<file path="config.mk">
export PLATFORM = sky130hd
export DESIGN_NAME = periph_subsystem
export DESIGN_NICKNAME = d
export VERILOG_FILES = /design/src/rtl/periph_pkg.sv /design/src/rtl/axil_slave_fsm.sv /design/src/rtl/periph_timer.sv /design/src/rtl/irq_ctrl.sv /design/src/rtl/periph_subsystem.sv
export VERILOG_INCLUDE_DIRS = /design/src /design/src/rtl
export SDC_FILE = /design/constraint.sdc
export NUM_CORES = 1
export LEC_CHECK = 0
export BUFFER_PORTS_ARGS = -buffer_cell sky130_fd_sc_hd__buf_4
export CORE_ASPECT_RATIO = 0.5
export CORE_MARGIN = 2
export CORE_UTILIZATION = 29
export DETAILED_ROUTE_END_ITERATION = 10
export PLACE_DENSITY = 0.43
export SLEW_MARGIN = 25
export SYNTH_ARGS = -nofsm -noshare
export SYNTH_HDL_FRONTEND = slang
export SYNTH_HIERARCHICAL = 1
export SYNTH_SLANG_ARGS = --single-unit
</file>
<file path="constraint.sdc">
create_clock -name clk_i -period 3.62 [get_ports clk_i]
set_input_delay 0.362 -clock clk_i [delete_from_list [all_inputs] [get_ports clk_i]]
set_output_delay 0.362 -clock clk_i [all_outputs]
set_load 0.01 [all_outputs]
</file>
<file path="src/rtl/periph_defs.svh">
/*
 * Address map and sizes of the peripheral subsystem.
 * Region code sits in address bits 11:8, the low byte is the offset
 * inside the region. Offsets are byte addresses of 32-bit words.
 */

`ifndef PERIPH_DEFS_SVH
`define PERIPH_DEFS_SVH

// ----------------------------------------
// Bus and sizes
// ----------------------------------------
`define PERIPH_ADDR_W        12
`define PERIPH_DATA_W        32
`define PERIPH_NUM_TIMERS    4
`define PERIPH_NUM_TARGETS   2

// ----------------------------------------
// Regions
// ----------------------------------------
`define PERIPH_REGION_LSB    8
`define PERIPH_REGION_TIMER  4'h0
`define PERIPH_REGION_IRQ    4'h1

// Timer blocks, one per timer
`define PERIPH_TIMER_STRIDE  16
`define PERIPH_TIMER_CTRL    12'h000
`define PERIPH_TIMER_CMP     12'h004
`define PERIPH_TIMER_CNT     12'h008

// Interrupt controller
`define PERIPH_IRQ_PENDING   12'h000
`define PERIPH_IRQ_ENABLE0   12'h004
`define PERIPH_IRQ_ENABLE1   12'h008

`define PERIPH_ERR_RDATA     32'hDEADBEEF // Returned for unmapped reads

`endif

</file>
<file path="src/rtl/periph_pkg.sv">
/*
 * Shared types of the peripheral subsystem.
 * Widths come from the defines header.
 */

`default_nettype none

`include "periph_defs.svh"

package periph_pkg;

    // ----------------------------------------
    // Bus words
    // ----------------------------------------
    typedef logic [`PERIPH_ADDR_W-1:0] reg_addr_t; // Byte address
    typedef logic [`PERIPH_DATA_W-1:0] reg_data_t;

    // AXI response codes without EXOKAY and DECERR
    typedef enum logic [1:0] {
        OKAY   = 2'b00,
        SLVERR = 2'b10
    } axi_resp_t;

    // ----------------------------------------
    // Decoded regions
    // ----------------------------------------
    typedef enum logic [1:0] {
        TIMER,
        IRQ,
        NONE    // Unmapped region gets SLVERR
    } region_t;

endpackage

`default_nettype wire

</file>
<file path="src/rtl/axil_slave_fsm.sv">
/*
 * AXI4-Lite slave front end, one transaction in flight.
 * A write is taken only with AW and W valid together and wins over a
 * pending read. Partial strobes and unmapped regions get SLVERR and
 * write nothing; unmapped reads return the error pattern.
 * Data modules answer combinationally in the strobe cycle.
 */

`timescale 1ns/100ps
`default_nettype none

`include "periph_defs.svh"

module axil_slave_fsm (
    input  logic                  clk_i,
    input  logic                  rst_n_i,
    // AXI4-Lite slave
    input  logic                  aw_valid_i,
    input  periph_pkg::reg_addr_t aw_addr_i,
    output logic                  aw_ready_o,
    input  logic                  w_valid_i,
    input  periph_pkg::reg_data_t w_data_i,
    input  logic [3:0]            w_strb_i,
    output logic                  w_ready_o,
    output logic                  b_valid_o,
    output periph_pkg::axi_resp_t b_resp_o,
    input  logic                  b_ready_i,
    input  logic                  ar_valid_i,
    input  periph_pkg::reg_addr_t ar_addr_i,
    output logic                  ar_ready_o,
    output logic                  r_valid_o,
    output periph_pkg::reg_data_t r_data_o,
    output periph_pkg::axi_resp_t r_resp_o,
    input  logic                  r_ready_i,
    // Register strobes
    output logic                  timer_wr_o,
    output logic                  timer_rd_o,
    output logic                  irq_wr_o,
    output logic                  irq_rd_o,
    output periph_pkg::reg_addr_t reg_addr_o,
    output periph_pkg::reg_data_t reg_wdata_o,
    input  periph_pkg::reg_data_t timer_rdata_i,
    input  periph_pkg::reg_data_t irq_rdata_i
);

    typedef enum logic [1:0] {
        IDLE,
        WRITE_RESP,
        READ_RESP
    } state_t;

    state_t                state_q;
    logic                  idle;
    logic                  wr_go;
    logic                  rd_go;
    logic                  strb_ok;
    periph_pkg::reg_addr_t sel_addr;
    periph_pkg::region_t   region;
    periph_pkg::reg_data_t rd_data_sel;

    // ----------------------------------------
    // Handshake
    // ----------------------------------------
    assign idle  = (state_q == IDLE);
    assign wr_go = idle & aw_valid_i & w_valid_i;

    // AW and W are only taken as a pair
    assign aw_ready_o = idle & (~aw_valid_i | w_valid_i);
    assign w_ready_o  = idle & (~w_valid_i | aw_valid_i);
    assign ar_ready_o = idle & ~wr_go; // Write first
    assign rd_go      = ar_valid_i & ar_ready_o;

    assign strb_ok = &w_strb_i;

    // ----------------------------------------
    // Region decode
    // ----------------------------------------
    assign sel_addr = wr_go ? aw_addr_i : ar_addr_i;

    always_comb begin
        case (sel_addr[`PERIPH_ADDR_W-1:`PERIPH_REGION_LSB])
            `PERIPH_REGION_TIMER: region = periph_pkg::TIMER;
            `PERIPH_REGION_IRQ:   region = periph_pkg::IRQ;
            default:              region = periph_pkg::NONE;
        endcase
    end

    always_comb begin
        reg_addr_o = '0;
        reg_addr_o[`PERIPH_REGION_LSB-1:0] = sel_addr[`PERIPH_REGION_LSB-1:0];
    end

    assign reg_wdata_o = w_data_i;

    assign timer_wr_o = wr_go & strb_ok & (region == periph_pkg::TIMER);
    assign irq_wr_o   = wr_go & strb_ok & (region == periph_pkg::IRQ);
    assign timer_rd_o = rd_go & (region == periph_pkg::TIMER);
    assign irq_rd_o   = rd_go & (region == periph_pkg::IRQ);

    always_comb begin
        case (region)
            periph_pkg::TIMER: rd_data_sel = timer_rdata_i;
            periph_pkg::IRQ:   rd_data_sel = irq_rdata_i;
            default:           rd_data_sel = `PERIPH_ERR_RDATA;
        endcase
    end

    // ----------------------------------------
    // State and responses
    // ----------------------------------------
    always_ff @(posedge clk_i or negedge rst_n_i) begin
        if (!rst_n_i) begin
            state_q <= IDLE;
        end else begin
            case (state_q)
                IDLE: begin
                    if (wr_go) state_q <= WRITE_RESP;
                    else if (rd_go) state_q <= READ_RESP;
                end
                WRITE_RESP: if (b_ready_i) state_q <= IDLE;
                READ_RESP:  if (r_ready_i) state_q <= IDLE;
                default:    state_q <= IDLE;
            endcase
        end
    end

    assign b_valid_o = (state_q == WRITE_RESP);
    assign r_valid_o = (state_q == READ_RESP);

    // Payload held until the response handshake
    always_ff @(posedge clk_i) begin
        if (wr_go) begin
            b_resp_o <= (strb_ok && region != periph_pkg::NONE) ? periph_pkg::OKAY
                                                                 : periph_pkg::SLVERR;
        end
        if (rd_go) begin
            r_data_o <= rd_data_sel;
            r_resp_o <= (region != periph_pkg::NONE) ? periph_pkg::OKAY : periph_pkg::SLVERR;
        end
    end

endmodule

`default_nettype wire

</file>
<file path="src/rtl/periph_timer.sv">
/*
 * Bank of compare-match timers, one 16-byte block each.
 * CTRL bit 0 enables counting, the other CTRL bits read zero.
 * A match restarts CNT from zero and gives a one-cycle irq pulse.
 * A CNT write on the match edge wins over the restart.
 */

`timescale 1ns/100ps
`default_nettype none

`include "periph_defs.svh"

module periph_timer #(
    parameter int NUM_TIMERS = `PERIPH_NUM_TIMERS
) (
    input  logic                  clk_i,
    input  logic                  rst_n_i,
    input  logic                  wr_i,
    input  logic                  rd_i,
    input  periph_pkg::reg_addr_t addr_i,
    input  periph_pkg::reg_data_t wdata_i,
    output periph_pkg::reg_data_t rdata_o,
    output logic [NUM_TIMERS-1:0] timer_irq_o
);

    logic [NUM_TIMERS-1:0] en_q;
    logic [NUM_TIMERS-1:0] match;
    periph_pkg::reg_data_t cmp_q [NUM_TIMERS];
    periph_pkg::reg_data_t cnt_q [NUM_TIMERS];
    periph_pkg::reg_addr_t blk_idx;
    periph_pkg::reg_addr_t blk_off;

    assign blk_idx = addr_i / `PERIPH_TIMER_STRIDE;
    assign blk_off = addr_i % `PERIPH_TIMER_STRIDE;

    always_comb begin
        for (int i = 0; i < NUM_TIMERS; i++) begin
            match[i] = en_q[i] && (cnt_q[i] == cmp_q[i]);
        end
    end

    // ----------------------------------------
    // Counters and register writes
    // ----------------------------------------
    always_ff @(posedge clk_i or negedge rst_n_i) begin
        if (!rst_n_i) begin
            en_q        <= '0;
            cmp_q       <= '{default: '0};
            cnt_q       <= '{default: '0};
            timer_irq_o <= '0;
        end else begin
            for (int i = 0; i < NUM_TIMERS; i++) begin
                timer_irq_o[i] <= match[i];
                if (match[i]) cnt_q[i] <= '0;
                else if (en_q[i]) cnt_q[i] <= cnt_q[i] + 1'b1;

                if (wr_i && blk_idx == periph_pkg::reg_addr_t'(i)) begin
                    case (blk_off)
                        `PERIPH_TIMER_CTRL: en_q[i]  <= wdata_i[0];
                        `PERIPH_TIMER_CMP:  cmp_q[i] <= wdata_i;
                        `PERIPH_TIMER_CNT:  cnt_q[i] <= wdata_i; // Software reload
                        default: ;
                    endcase
                end
            end
        end
    end

    // ----------------------------------------
    // Read mux
    // ----------------------------------------
    always_comb begin
        rdata_o = '0;
        if (rd_i) begin
            for (int i = 0; i < NUM_TIMERS; i++) begin
                if (blk_idx == periph_pkg::reg_addr_t'(i)) begin
                    case (blk_off)
                        `PERIPH_TIMER_CTRL: rdata_o[0] = en_q[i];
                        `PERIPH_TIMER_CMP:  rdata_o    = cmp_q[i];
                        `PERIPH_TIMER_CNT:  rdata_o    = cnt_q[i];
                        default:            rdata_o    = '0;
                    endcase
                end
            end
        end
    end

endmodule

`default_nettype wire

</file>
<file path="src/rtl/irq_ctrl.sv">
/*
 * Level interrupt controller for up to 32 sources.
 * Source pulses latch into PENDING, writing 1 clears a bit and a
 * new pulse in the same cycle wins. One ENABLE mask per target,
 * target lines are registered.
 */

`timescale 1ns/100ps
`default_nettype none

`include "periph_defs.svh"

module irq_ctrl #(
    parameter int NUM_SOURCES = `PERIPH_NUM_TIMERS
) (
    input  logic                          clk_i,
    input  logic                          rst_n_i,
    input  logic                          wr_i,
    input  logic                          rd_i,
    input  periph_pkg::reg_addr_t         addr_i,
    input  periph_pkg::reg_data_t         wdata_i,
    output periph_pkg::reg_data_t         rdata_o,
    input  logic [NUM_SOURCES-1:0]        irq_src_i,
    output logic [`PERIPH_NUM_TARGETS-1:0] irq_o
);

    localparam int ENABLE_STRIDE = `PERIPH_IRQ_ENABLE1 - `PERIPH_IRQ_ENABLE0;

    logic [NUM_SOURCES-1:0] pending_q;
    logic [NUM_SOURCES-1:0] clr_mask;
    logic [NUM_SOURCES-1:0] enable_q [`PERIPH_NUM_TARGETS];

    assign clr_mask = (wr_i && addr_i == `PERIPH_IRQ_PENDING) ? wdata_i[NUM_SOURCES-1:0] : '0;

    always_ff @(posedge clk_i or negedge rst_n_i) begin
        if (!rst_n_i) begin
            pending_q <= '0;
            enable_q  <= '{default: '0};
            irq_o     <= '0;
        end else begin
            pending_q <= (pending_q & ~clr_mask) | irq_src_i;
            for (int t = 0; t < `PERIPH_NUM_TARGETS; t++) begin
                irq_o[t] <= |(pending_q & enable_q[t]);
                if (wr_i && addr_i == `PERIPH_IRQ_ENABLE0 + t * ENABLE_STRIDE) begin
                    enable_q[t] <= wdata_i[NUM_SOURCES-1:0];
                end
            end
        end
    end

    // Unknown offsets read zero
    always_comb begin
        rdata_o = '0;
        if (rd_i) begin
            if (addr_i == `PERIPH_IRQ_PENDING) rdata_o[NUM_SOURCES-1:0] = pending_q;
            for (int t = 0; t < `PERIPH_NUM_TARGETS; t++) begin
                if (addr_i == `PERIPH_IRQ_ENABLE0 + t * ENABLE_STRIDE) begin
                    rdata_o[NUM_SOURCES-1:0] = enable_q[t];
                end
            end
        end
    end

endmodule

`default_nettype wire

</file>
<file path="src/rtl/periph_subsystem.sv">
/*
 * Peripheral subsystem top with one AXI4-Lite slave port.
 * Region 0 holds the timer bank, region 1 the interrupt controller.
 * Single clock domain, asynchronous active-low reset.
 */

`timescale 1ns/100ps
`default_nettype none

`include "periph_defs.svh"

module periph_subsystem (
    input  logic                           clk_i,
    input  logic                           rst_n_i,
    input  logic                           aw_valid_i,
    input  periph_pkg::reg_addr_t          aw_addr_i,
    output logic                           aw_ready_o,
    input  logic                           w_valid_i,
    input  periph_pkg::reg_data_t          w_data_i,
    input  logic [3:0]                     w_strb_i,
    output logic                           w_ready_o,
    output logic                           b_valid_o,
    output periph_pkg::axi_resp_t          b_resp_o,
    input  logic                           b_ready_i,
    input  logic                           ar_valid_i,
    input  periph_pkg::reg_addr_t          ar_addr_i,
    output logic                           ar_ready_o,
    output logic                           r_valid_o,
    output periph_pkg::reg_data_t          r_data_o,
    output periph_pkg::axi_resp_t          r_resp_o,
    input  logic                           r_ready_i,
    output logic [`PERIPH_NUM_TARGETS-1:0] irq_o
);

    logic                           timer_wr;
    logic                           timer_rd;
    logic                           irq_wr;
    logic                           irq_rd;
    periph_pkg::reg_addr_t          reg_addr;
    periph_pkg::reg_data_t          reg_wdata;
    periph_pkg::reg_data_t          timer_rdata;
    periph_pkg::reg_data_t          irq_rdata;
    logic [`PERIPH_NUM_TIMERS-1:0]  timer_irq; // One source per timer

    axil_slave_fsm i_axil_slave_fsm (
        .clk_i         ( clk_i       ),
        .rst_n_i       ( rst_n_i     ),
        .aw_valid_i    ( aw_valid_i  ),
        .aw_addr_i     ( aw_addr_i   ),
        .aw_ready_o    ( aw_ready_o  ),
        .w_valid_i     ( w_valid_i   ),
        .w_data_i      ( w_data_i    ),
        .w_strb_i      ( w_strb_i    ),
        .w_ready_o     ( w_ready_o   ),
        .b_valid_o     ( b_valid_o   ),
        .b_resp_o      ( b_resp_o    ),
        .b_ready_i     ( b_ready_i   ),
        .ar_valid_i    ( ar_valid_i  ),
        .ar_addr_i     ( ar_addr_i   ),
        .ar_ready_o    ( ar_ready_o  ),
        .r_valid_o     ( r_valid_o   ),
        .r_data_o      ( r_data_o    ),
        .r_resp_o      ( r_resp_o    ),
        .r_ready_i     ( r_ready_i   ),
        .timer_wr_o    ( timer_wr    ),
        .timer_rd_o    ( timer_rd    ),
        .irq_wr_o      ( irq_wr      ),
        .irq_rd_o      ( irq_rd      ),
        .reg_addr_o    ( reg_addr    ),
        .reg_wdata_o   ( reg_wdata   ),
        .timer_rdata_i ( timer_rdata ),
        .irq_rdata_i   ( irq_rdata   )
    );

    periph_timer #(
        .NUM_TIMERS ( `PERIPH_NUM_TIMERS )
    ) i_periph_timer (
        .clk_i       ( clk_i       ),
        .rst_n_i     ( rst_n_i     ),
        .wr_i        ( timer_wr    ),
        .rd_i        ( timer_rd    ),
        .addr_i      ( reg_addr    ),
        .wdata_i     ( reg_wdata   ),
        .rdata_o     ( timer_rdata ),
        .timer_irq_o ( timer_irq   )
    );

    irq_ctrl #(
        .NUM_SOURCES ( `PERIPH_NUM_TIMERS )
    ) i_irq_ctrl (
        .clk_i     ( clk_i     ),
        .rst_n_i   ( rst_n_i   ),
        .wr_i      ( irq_wr    ),
        .rd_i      ( irq_rd    ),
        .addr_i    ( reg_addr  ),
        .wdata_i   ( reg_wdata ),
        .rdata_o   ( irq_rdata ),
        .irq_src_i ( timer_irq ),
        .irq_o     ( irq_o     )
    );

endmodule

`default_nettype wire

</file>
### Word-level counts from Yosys, hierarchy flattened

Cells that the tools add are included.

* bits in registers: 316
* input port bits: 67
* output and inout bits: 43
* word-level logic and storage cells: 139

* add/sub/neg operators: 4
* eq/ne operators: 19
* muxes and demuxes: 44
* bitwise operators: 21
* reduce and logical (&&, ||, !) cells: 30

Operators by type and width (count)
* $mux W32: 21
* $pmux W31 S3: 3
* $add A32 B1 Y32 const B: 4
* $eq A32 B32 Y1: 4
* $pmux W32 S2: 1
* $pmux W31 S2: 1
* $logic_not A12 Y1: 3
* $mux W4: 5
* $reduce_and A2 Y1: 8
* $and A4 B4 Y4: 3
* $logic_and A1 B1 Y1: 12
* $mux W12: 1
* $mux W2: 6
* $pmux W1 S3: 4
* $and A1 B1 Y1: 11
* $eq A4 B1 Y1 const B: 2
* $eq A4 B2 Y1 const B: 2
* $eq A8 B3 Y1 const B: 1
* $eq A8 B4 Y1 const B: 1
* $reduce_or A4 Y1: 2
* $pmux W2 S3: 1
* $eq A2 B1 Y1 const B: 2
* $eq A4 B3 Y1 const B: 1
* $eq A4 B4 Y1 const B: 1
* other kinds (13): 18

### Logic depth before layout (Yosys ltp)

Gate-level depths: netlist (run 1).

* word-level depth: 15
* gate-level depth with buffers: 12
* mapped depth without buffers: 8

### Cells and area by module

The synthesis (run 1) kept the hierarchy.

By module, submodules not included
* periph_timer: times used 1, cells each 1699, area an instance 16580.9 um^2, seq. area each 6606.3 um^2
* axil_slave_fsm: times used 1, cells each 155, area an instance 2023.2 um^2, seq. area each 1071.0 um^2
* irq_ctrl: times used 1, cells each 99, area an instance 977.2 um^2, seq. area each 350.3 um^2

### Worst setup path after synthesis (run 1)

Ideal clock, no wire load.

* path kind: reg-to-reg
* start point: register i_axil_slave_fsm.state_q[1]
* end point: register i_axil_slave_fsm.r_data_o[0] (data pin)
* setup time: 130 ps
* arrival time: 3024 ps
* data required time: 3490 ps
* path slack: 467 ps
* stages on the path, launching flop included: 13
* path buffers: 4
* period minus slack after synthesis: 3153 ps
* cell sequence: dfrtp_1 -> nor4bb_1 -> buf_4 -> buf_2 -> mux2_2 -> nor4b_2 -> clkbuf_1 -> clkbuf_1 -> a22oi_1 -> nand3_1 -> nand4_1 -> nor3_1 -> o22a_1

* word-level cells in the longest chain between the ends: 12
* elaborated cells on any way between the ends: 38
* classes of those cells: eq/ne (9); mux (16); bitwise (7); reduce/logical (6)

RTL lines
* start, declared: RTL line axil_slave_fsm.sv:52 `state_t state_q;`
* start signal, assigned: RTL line axil_slave_fsm.sv:113 `state_q <= IDLE;`
* start signal, assigned: RTL line axil_slave_fsm.sv:117 `if (wr_go) state_q <= WRITE_RESP;`
* start signal, assigned: RTL line axil_slave_fsm.sv:118 `else if (rd_go) state_q <= READ_RESP;`
* $logic_not A2 Y1 *: RTL line axil_slave_fsm.sv:64 `assign idle = (state_q == IDLE);`
* $and A1 B1 Y1 * (2 in a row): RTL line axil_slave_fsm.sv:65 `assign wr_go = idle & aw_valid_i & w_valid_i;`
* $mux W12 *: RTL line axil_slave_fsm.sv:78 `assign sel_addr = wr_go ? aw_addr_i : ar_addr_i;`
* named net reg_addr[1]: RTL line periph_subsystem.sv:39 `periph_pkg::reg_addr_t reg_addr;`
* $logic_not A12 Y1, or another cell as far along: RTL line periph_timer.sv:77 `case (blk_off)`
* $pmux W1 S3: RTL line periph_timer.sv:77
* $mux W32 (3 in a row): RTL line periph_timer.sv:76 `if (blk_idx == periph_pkg::reg_addr_t'(i)) begin`
* $mux W32 *: RTL line periph_timer.sv:76
* $mux W32 *: RTL line periph_timer.sv:74 `if (rd_i) begin`
* named net timer_rdata[0]: RTL line periph_subsystem.sv:41 `periph_pkg::reg_data_t timer_rdata;`
* $pmux W32 S2 *: RTL line axil_slave_fsm.sv:101 `case (region)`
* named net i_axil_slave_fsm.rd_data_sel[0]: RTL line axil_slave_fsm.sv:59 `periph_pkg::reg_data_t rd_data_sel;`
* end signal, assigned: RTL line axil_slave_fsm.sv:137 `r_data_o <= rd_data_sel;`
* end, declared: RTL line axil_slave_fsm.sv:32 `output periph_pkg::reg_data_t r_data_o,`

The timed path passes the listed nets; every way through them passes the cells marked *.
A chain may end at the register's enable or synchronous reset.

### Worst setup path in the final report (run 1)

* start point: register i_axil_slave_fsm.state_q[1]
* end point: register i_axil_slave_fsm.r_data_o[26] (data pin)

* word-level cells in the longest chain between the ends: 15
* elaborated cells on any way between the ends: 30
* classes of those cells: eq/ne (7); mux (12); bitwise (6); reduce/logical (5)

RTL lines (RTL line)
* $logic_not A2 Y1 *: axil_slave_fsm.sv:64
* $and A1 B1 Y1 * (2 in a row): axil_slave_fsm.sv:65
* $mux W12 *: axil_slave_fsm.sv:78
* named net reg_addr[2]: periph_subsystem.sv:39
* $eq A4 B4 Y1 or $eq A4 B3 Y1 (tied branches): periph_timer.sv:77
* $pmux W31 S2: periph_timer.sv:77
* $mux W32: periph_timer.sv:76
* $pmux W31 S3: periph_timer.sv:77
* $mux W32: periph_timer.sv:76
* $pmux W31 S3: periph_timer.sv:77
* $mux W32: periph_timer.sv:76
* $pmux W31 S3: periph_timer.sv:77
* $mux W32 *: periph_timer.sv:76
* $mux W32 *: periph_timer.sv:74
* named net timer_rdata[26]: periph_subsystem.sv:41
* $pmux W32 S2 *: axil_slave_fsm.sv:101
* named net i_axil_slave_fsm.rd_data_sel[26]: axil_slave_fsm.sv:59

Marked as above.

==> reports/qor.csv, run 1 <==
stage,metric,value,unit
clock_network,clock_latency,560,ps
clock_network,postCtsHoldBufs,1,
detailed_routing,viasPerCell,5.66,
timing,worst_pin_slew,1030,ps
die,dieArea,69700,µm²
yosys,synthSimpleGateAreaFrac,16.6,%
critical_path,worstSetupPathType,reg2reg,
critical_path,crit_buf_inv,4,
timing,slew_headroom,30.8,%
final_layout,design_area,22500,µm²
yosys,syn-cell-area,19600,µm²
critical_path,endpoint_kind,flop,
die,rows,67,
yosys,synth_edf_count,34,
die,die_w,371,µm
timing,max_clock_freq,278,MHz
run,drv_cap,0,
clock_network,post_cts_buffers,0,
die,die_y,188,µm
detailed_routing,wl_per_cell,28.7,µm
grt,grt_max_degree,82,
timing,setup-violations-final,0,
power_and_ir_drop,total_power,7.99,mW
yosys,synth_top_family_by_area,simple AND/OR/NAND/NOR gates,
power_and_ir_drop,ir_drop,0.000249,V
critical_path,worstPathArrival,3910,ps
final_layout,drive_above_1_share,21.2,%
yosys,synthMuxAreaShare,9.30,%
timing,slew_viol_final,0,
grt,grt_pass1_vias,15726,
grt,grt_usage,23.8,%
critical_path,worstPathCellList,nor4bb_4 -> buf_4 -> mux2_2 -> nor4b_4 -> buf_12 -> buf_4 -> a22oi_1 -> o22ai_1 -> buf_4 -> o211a_1 -> o22a_1,
final_layout,fillCellCount,6822,
placed_design,gp_congestion,0.939,
placed_design,io_buffers,107,
critical_path,crit_fanout,16,
timing,finalHoldViolations,0,
timing,rsz0062_at_grt,false,
worst_hold_path,min_path_type,in2reg,
yosys,syn_inst,1953,
critical_path,crit_required,3930,ps
detailed_routing,drt_iter0_markers,1771,
critical_path,slowest_stage,a22oi_1,
power_and_ir_drop,cellLeakagePower,8.58,nW
clock_network,htreeDepth,2,
critical_path,cp_common_cell,buf_4,
placed_design,hpwl,59.6,mm
timing,min_period_over_period,99.3,%
clock_network,cts_resized,0,
grt,grt_pass1_wl,120,mm
critical_path,cp_top_family,compound AO/OA/AOI/OAI gates,
timing,fin_worst_skew,21.0,ps
die,ioPinCount,110,
clock_network,cts_tree,yes,
grt,grt.overflow.total,0,
yosys,synth_warnings,6,
clock_network,numClockSinks,314,
final_layout,fin_cells,2906,
critical_path,cpPeakStageDelay,460,ps
detailed_routing,antenna_left,0,
yosys,synth_xor_xnor_area_share,10.7,%
critical_path,startpoint_type,flop,
die,core-area,66900,µm²
yosys,async_reset_ff_share,89.2,%
detailed_routing,vias,16443,
timing,tns,0,ps
yosys,synthFlopType,dfrtp_1,
clock_network,cts_max_path_buffers,3,
final_layout,fin_nets,2052,
critical_path,r2r_slack,20,ps
yosys,ys_seq_area_share,41.0,%
placed_design,dpl_cell_area,21300,µm²
grt,antenna_found_initial,8,
die,initial_core_util,29.3,%
yosys,synth_fa_ha_area_share,0.256,%
yosys,synth.distinct_cells,73,
yosys,ys_ff_latch,314,
power_and_ir_drop,p_per_area,356,nW/µm²
run_status,status,"finished, final reports clean",
timing,period_needed,3600,ps
clock_network,clk_pin_slew,60,ps
final_layout,synthToLayoutAreaGrowth,14.7,%
yosys,synth_compound_area_share,15.6,%
placed_design,dp.cells,2839,
detailed_routing,drc_errors,0,
clock_network,root_buffer,clkbuf_16,
yosys,syn_avg_cell_area,10.0,µm²
detailed_routing,routed_wl,83.5,mm
detailed_routing,dr.pass1.iters,6,
clock_network,cts_made_buffers,36,
## cell type report
| class | count | area, µm² | area share (%) |
|---|---|---|---|
| clock buffers | 51 | 1020 | 4.53 |
| well taps | 897 | 1120 | 5.00 |
| diodes | 2 | 5.00 | 0.0223 |
| clock inverters | 13 | 98.8 | 0.440 |
| inverters | 19 | 71.3 | 0.317 |
| multi-input cells | 1431 | 10500 | 46.8 |
| flip-flops and latches | 314 | 8030 | 35.7 |
| repair buffers | 179 | 1620 | 7.20 |
## registers in the layout, indices dropped and copies added, names as in the netlist, 4 cells and up
| signal | count |
|---|---|
| i_irq_ctrl/enable_q | 8 |
| i_periph_timer/cnt_q | 128 |
| i_axil_slave_fsm/r_data_o | 32 |
| i_irq_ctrl/pending_q | 4 |
| i_periph_timer/en_q | 4 |
| i_periph_timer/timer_irq_o | 4 |
| i_periph_timer/cmp_q | 128 |
## Yosys cell counts (all sizes together), types with 2 or more instances
master | instances | share of area, %
nand4b | 4 | 0.18
nand2 | 175 | 3.4
nand2b | 5 | 0.16
mux2i | 11 | 0.60
a21oi | 6 | 0.15
o21a | 3 | 0.12
conb | 2 | 0.038
or2 | 8 | 0.26
or4 | 11 | 0.48
a221o | 31 | 1.6
o311a | 15 | 0.77
or4b | 2 | 0.10
nand3b | 5 | 0.19
and3 | 19 | 0.61
and4 | 18 | 0.81
nor2b | 8 | 0.26
xor2 | 155 | 6.9
a22o | 8 | 0.36
nor4b | 7 | 0.45
o22ai | 32 | 1.0
or3 | 7 | 0.22
nor3 | 51 | 1.5
inv | 19 | 0.36
nor4 | 60 | 2.3
dfrtp | 280 | 36
a22oi | 99 | 3.8
buf | 132 | 4.4
nor2 | 78 | 1.5
a31oi | 7 | 0.22
xnor2 | 85 | 3.8
nand4 | 65 | 2.1
o21ai | 23 | 0.59
o31ai | 107 | 4.1
clkbuf | 89 | 1.7
and2 | 7 | 0.22
ha | 4 | 0.26
mux2 | 150 | 8.7
a211oi | 11 | 0.42
o31a | 8 | 0.36
nand3 | 61 | 1.6
o211a | 15 | 0.77
edfxtp | 34 | 5.2
or3b | 2 | 0.089
o22a | 24 | 1.1
## cells by family (layout without fill, tap and decap cells)
kind of cell             Yosys count  in the layout
AND/OR/NAND/NOR                  597            597
other                              2             36
flip-flops                       314            314
AO/OA/AOI/OAI                    395            395
adder cells (fa/ha/maj)            4              4
XOR/XNOR                         240            240
multiplexers                     161            161
buffers and inverters            240            262
## worst register-to-register path: cells and delay by family, from the launching register on
family / cells / cell delay, ps
buf+inv: 4 / 810
simple gates: 2 / 480
compound gates: 4 / 1170
mux: 1 / 460
flops: 1 / 450
## report_power, final
part	switching, mW	total [mW]	internal (mW)
combinational	0.460	0.675	0.215
clock	1.64	3.68	2.04
sequential	0.0304	3.63	3.60
## routing by layer
metal  share of wire (%)  global-route usage, %  vias to the layer above
met4                 2.1                   5.18                        0
met5                   0                      0                        -
met1                  48                   36.7                     8443
li1                    -                      -                     7236
met3                 9.3                   6.61                       97
met2                  40                   32.4                      667
## layout by cell type, fill, tap and decap left out, types with 9 or more instances in the layout
cell       instances
dfrtp_1          280
nand2_1          175
buf_4            156
xor2_1           155
mux2_2           144
o31ai_1          106
a22oi_1           99
xnor2_1           85
nor2_1            73
nand4_1           64
nand3_1           61
nor4_1            50
nor3_1            42
clkbuf_16         37
conb_1            34
edfxtp_1          34
o22ai_1           32
a221o_1           31
o22a_1            24
o21ai_0           22
buf_12            21
inv_1             19
and3_1            19
and4_1            18
o311a_1           15
o211a_1           15
a211oi_1          11
clkbuf_1          10
mux2i_1            9
## worst paths after layout
| kind | startpoint | cells past startpoint | endpoint |
|---|---|---|---|
| worst min register to register | i_periph_timer/timer_irq_o[0] | 2 | i_irq_ctrl/pending_q[0] |
| max in group asynchronous | rst_n_i | 3 | i_irq_ctrl/enable_q[6] |
| worst max-delay path | i_axil_slave_fsm/state_q[1] | 11 | i_axil_slave_fsm/r_data_o[26] |
| min in group asynchronous | rst_n_i | 2 | i_periph_timer/cnt_q[58] |
| worst max register to register | i_axil_slave_fsm/state_q[1] | 11 | i_axil_slave_fsm/r_data_o[26] |
| worst min-delay path | b_ready_i | 3 | i_axil_slave_fsm/state_q[0] |
## stage by stage
| step | util, % | setup slack, ps | hold WS, ps |
|---|---|---|---|
| after detailed placement | 31.9 | 124 | 356 |
| final | 33.6 | 24.9 | 95.3 |
| after floorplan | - | 467 | 66.4 |
| after global placement | 31.9 | 126 | 355 |
| after global routing | 33.6 | 16.3 | 90.5 |
| after CTS | 33.6 | 138 | 82.5 |
Power figures use the tool's default switching activity.
==> inputs of run 2 (changes only) <==
--- a/config.mk
+++ b/config.mk
@@ -11,7 +11,7 @@
 export CORE_MARGIN = 2
 export CORE_UTILIZATION = 29
 export DETAILED_ROUTE_END_ITERATION = 10
-export PLACE_DENSITY = 0.43
+export PLACE_DENSITY = 0.44
 export SLEW_MARGIN = 25
 export SYNTH_ARGS = -nofsm -noshare
 export SYNTH_HDL_FRONTEND = slang
==> constraint.sdc (replaced) <==
create_clock -name clk_i -period 3.1 [get_ports clk_i]
set_input_delay 0.31 -clock clk_i [delete_from_list [all_inputs] [get_ports clk_i]]
set_output_delay 0.31 -clock clk_i [all_outputs]
set_load 0.01 [all_outputs]
==> run 2 against run 1 <==
The flow now finishes with violations (negative setup slack); clock skew up 1.9 ps; count of clock-buffer cells in the layout down 2; critical path depth up 1; first-iteration DRC count up 2.1%; power up 22%; critical endpoint is now i_axil_slave_fsm/r_data_o[28]; largest cell class unchanged; largest power group unchanged.
==> reports/qor.csv, run 2 (synthesis gave the netlist of run 1 again) <==
stage,metric,value,unit
run_status,status,"finished, violations left",
run_status,violations,negative setup slack,
grt,grt_max_degree,81,
grt,antenna_found_initial,3,
final_layout,layout_commonest_cell,dfrtp_1,
detailed_routing,wl_per_cell,29.5,µm
placed_design,hpwl,62.3,mm
detailed_routing,antenna_left,0,
timing,setup_ws,-62.5,ps
timing,fin_worst_skew,22.8,ps
die,ioPinCount,110,
worst_hold_path,min_path_type,in2reg,
detailed_routing,drc_errors,0,
timing,period_needed,3160,ps
timing,min_period_over_period,102,%
detailed_routing,dr.pass1.iters,5,
clock_network,cts_made_buffers,37,
timing,finalHoldViolations,0,
critical_path,worstSetupPathType,reg2reg,
detailed_routing,top_layer,met5,
clock_network,root_buffer,clkbuf_16,
power_and_ir_drop,p_per_area,395,nW/µm²
detailed_routing,vias,17280,
final_layout,fin_nets,2188,
clock_network,numClockSinks,314,
timing,slew_headroom,44.6,%
die,dieArea,69700,µm²
grt,grt_pass1_vias,16174,
placed_design,post-place-ws,-115,ps
final_layout,final_cell_mix,"280 x dfrtp_1, 239 x buf_4, 174 x nand2_1, 155 x xor2_1, 105 x o31ai_1",
grt,grt_usage,24.1,%
critical_path,worstPathArrival,3470,ps
critical_path,crit_required,3400,ps
die,rows,67,
timing,setup-violations-final,30,
placed_design,dpl_cell_area,22100,µm²
detailed_routing,met1_length,42.8,mm
detailed_routing,routed_wl,89.6,mm
die,die_w,371,µm
clock_network,cts_tree,yes,
run,drv_cap,0,
clock_network,htreeDepth,2,
timing,slew_viol_final,0,
die,initial_core_util,29.3,%
clock_network,clk_pin_slew,60,ps
detailed_routing,route.met2.wl,35.8,mm
placed_design,io_buffers,107,
critical_path,startpoint_type,flop,
die,die_y,188,µm
clock_network,clock_latency,560,ps
clock_network,cts_max_path_buffers,3,
timing,rsz0062_at_grt,true,
critical_path,crit_fanout,7,
final_layout,drive_above_1_share,30.2,%
final_layout,largestRegisters,"i_periph_timer/cmp_q x128, i_periph_timer/cnt_q x128, i_axil_slave_fsm/r_data_o x32",
grt,grt_pass1_wl,122,mm
timing,tns,-436,ps
timing,max_clock_freq,316,MHz
timing,holdWs,33.6,ps
grt,grt.overflow.total,0,
power_and_ir_drop,ir_drop,0.000297,V
final_layout,fin_util,36.9,%
timing,worst_pin_slew,831,ps
placed_design,gp_congestion,0.990,
detailed_routing,met3_wirelength,9.12,mm
power_and_ir_drop,cellLeakagePower,9.60,nW
die,core-area,66900,µm²
detailed_routing,drt_iter0_markers,1808,
detailed_routing,viasPerCell,5.68,
final_layout,synthToLayoutAreaGrowth,26.2,%
critical_path,endpoint_kind,flop,
final_layout,design_area,24700,µm²
## run 2: cell type report
cell class,count,area (µm²)
Multi-Input combinational cell,1431,11100
Fill cell,6764,42200
Inverter,19,71.3
Tap cell,897,1120
Timing Repair Buffer,314,3170
Clock inverter,16,153
Sequential cell,314,8030
Antenna cell,1,2.50
Clock buffer,49,1070
## run 2: routing by layer
metal / GRT usage [%] / up-vias
met5: 0 / -
met4: 5.29 / 2
met3: 5.55 / 94
met2: 33.2 / 817
met1: 37.4 / 8836
li1: - / 7531
## run 2: final timing paths
path	slack (ps)	from	end	cells past startpoint
setup / recovery	-60	i_axil_slave_fsm/state_q[0]	i_axil_slave_fsm/r_data_o[28]	12
hold / removal	30	r_ready_i	i_axil_slave_fsm/state_q[1]	3
setup reg to reg	-60	i_axil_slave_fsm/state_q[0]	i_axil_slave_fsm/r_data_o[28]	12
hold reg to reg	530	i_periph_timer/timer_irq_o[2]	i_irq_ctrl/pending_q[2]	2
max in group asynchronous	1840	rst_n_i	i_periph_timer/cmp_q[125]	3
min in group asynchronous	370	rst_n_i	i_periph_timer/cnt_q[57]	2
## run 2: what timing repair did
action                                  4_1_cts  5_1_grt
cloned                                        0       20
endpoints found under the hold margin        75        0
resized for setup                            13      157
setup buffers                                 0       21
hold buffers                                  2        0
endpoints found under the setup margin       36      188
pin swaps                                     0       39
## run 2: per-stage QoR
step,power (mW),std cells
6_report,9.77,3041
5_1_grt,10.1,3040
4_1_cts,9.75,3000
3_5_place_dp,5.16,2933
3_3_place_gp,5.16,2933
2_1_floorplan,4.66,1985
## run 2: critical path, cell delays in order (launching register included)
cell	delay [ps]
dfrtp_1	410
nor4bb_4	300
buf_6	180
mux2_4	310
nor4b_4	140
buf_4	140
buf_4	170
clkbuf_16	170
buf_4	150
a22oi_2	270
o22ai_2	130
o311a_1	340
o22a_1	210
## run 2: where the power goes
part	internal, mW	switching, mW
registers	4.21	0.0325
logic	0.370	0.593
clock network	2.62	1.95
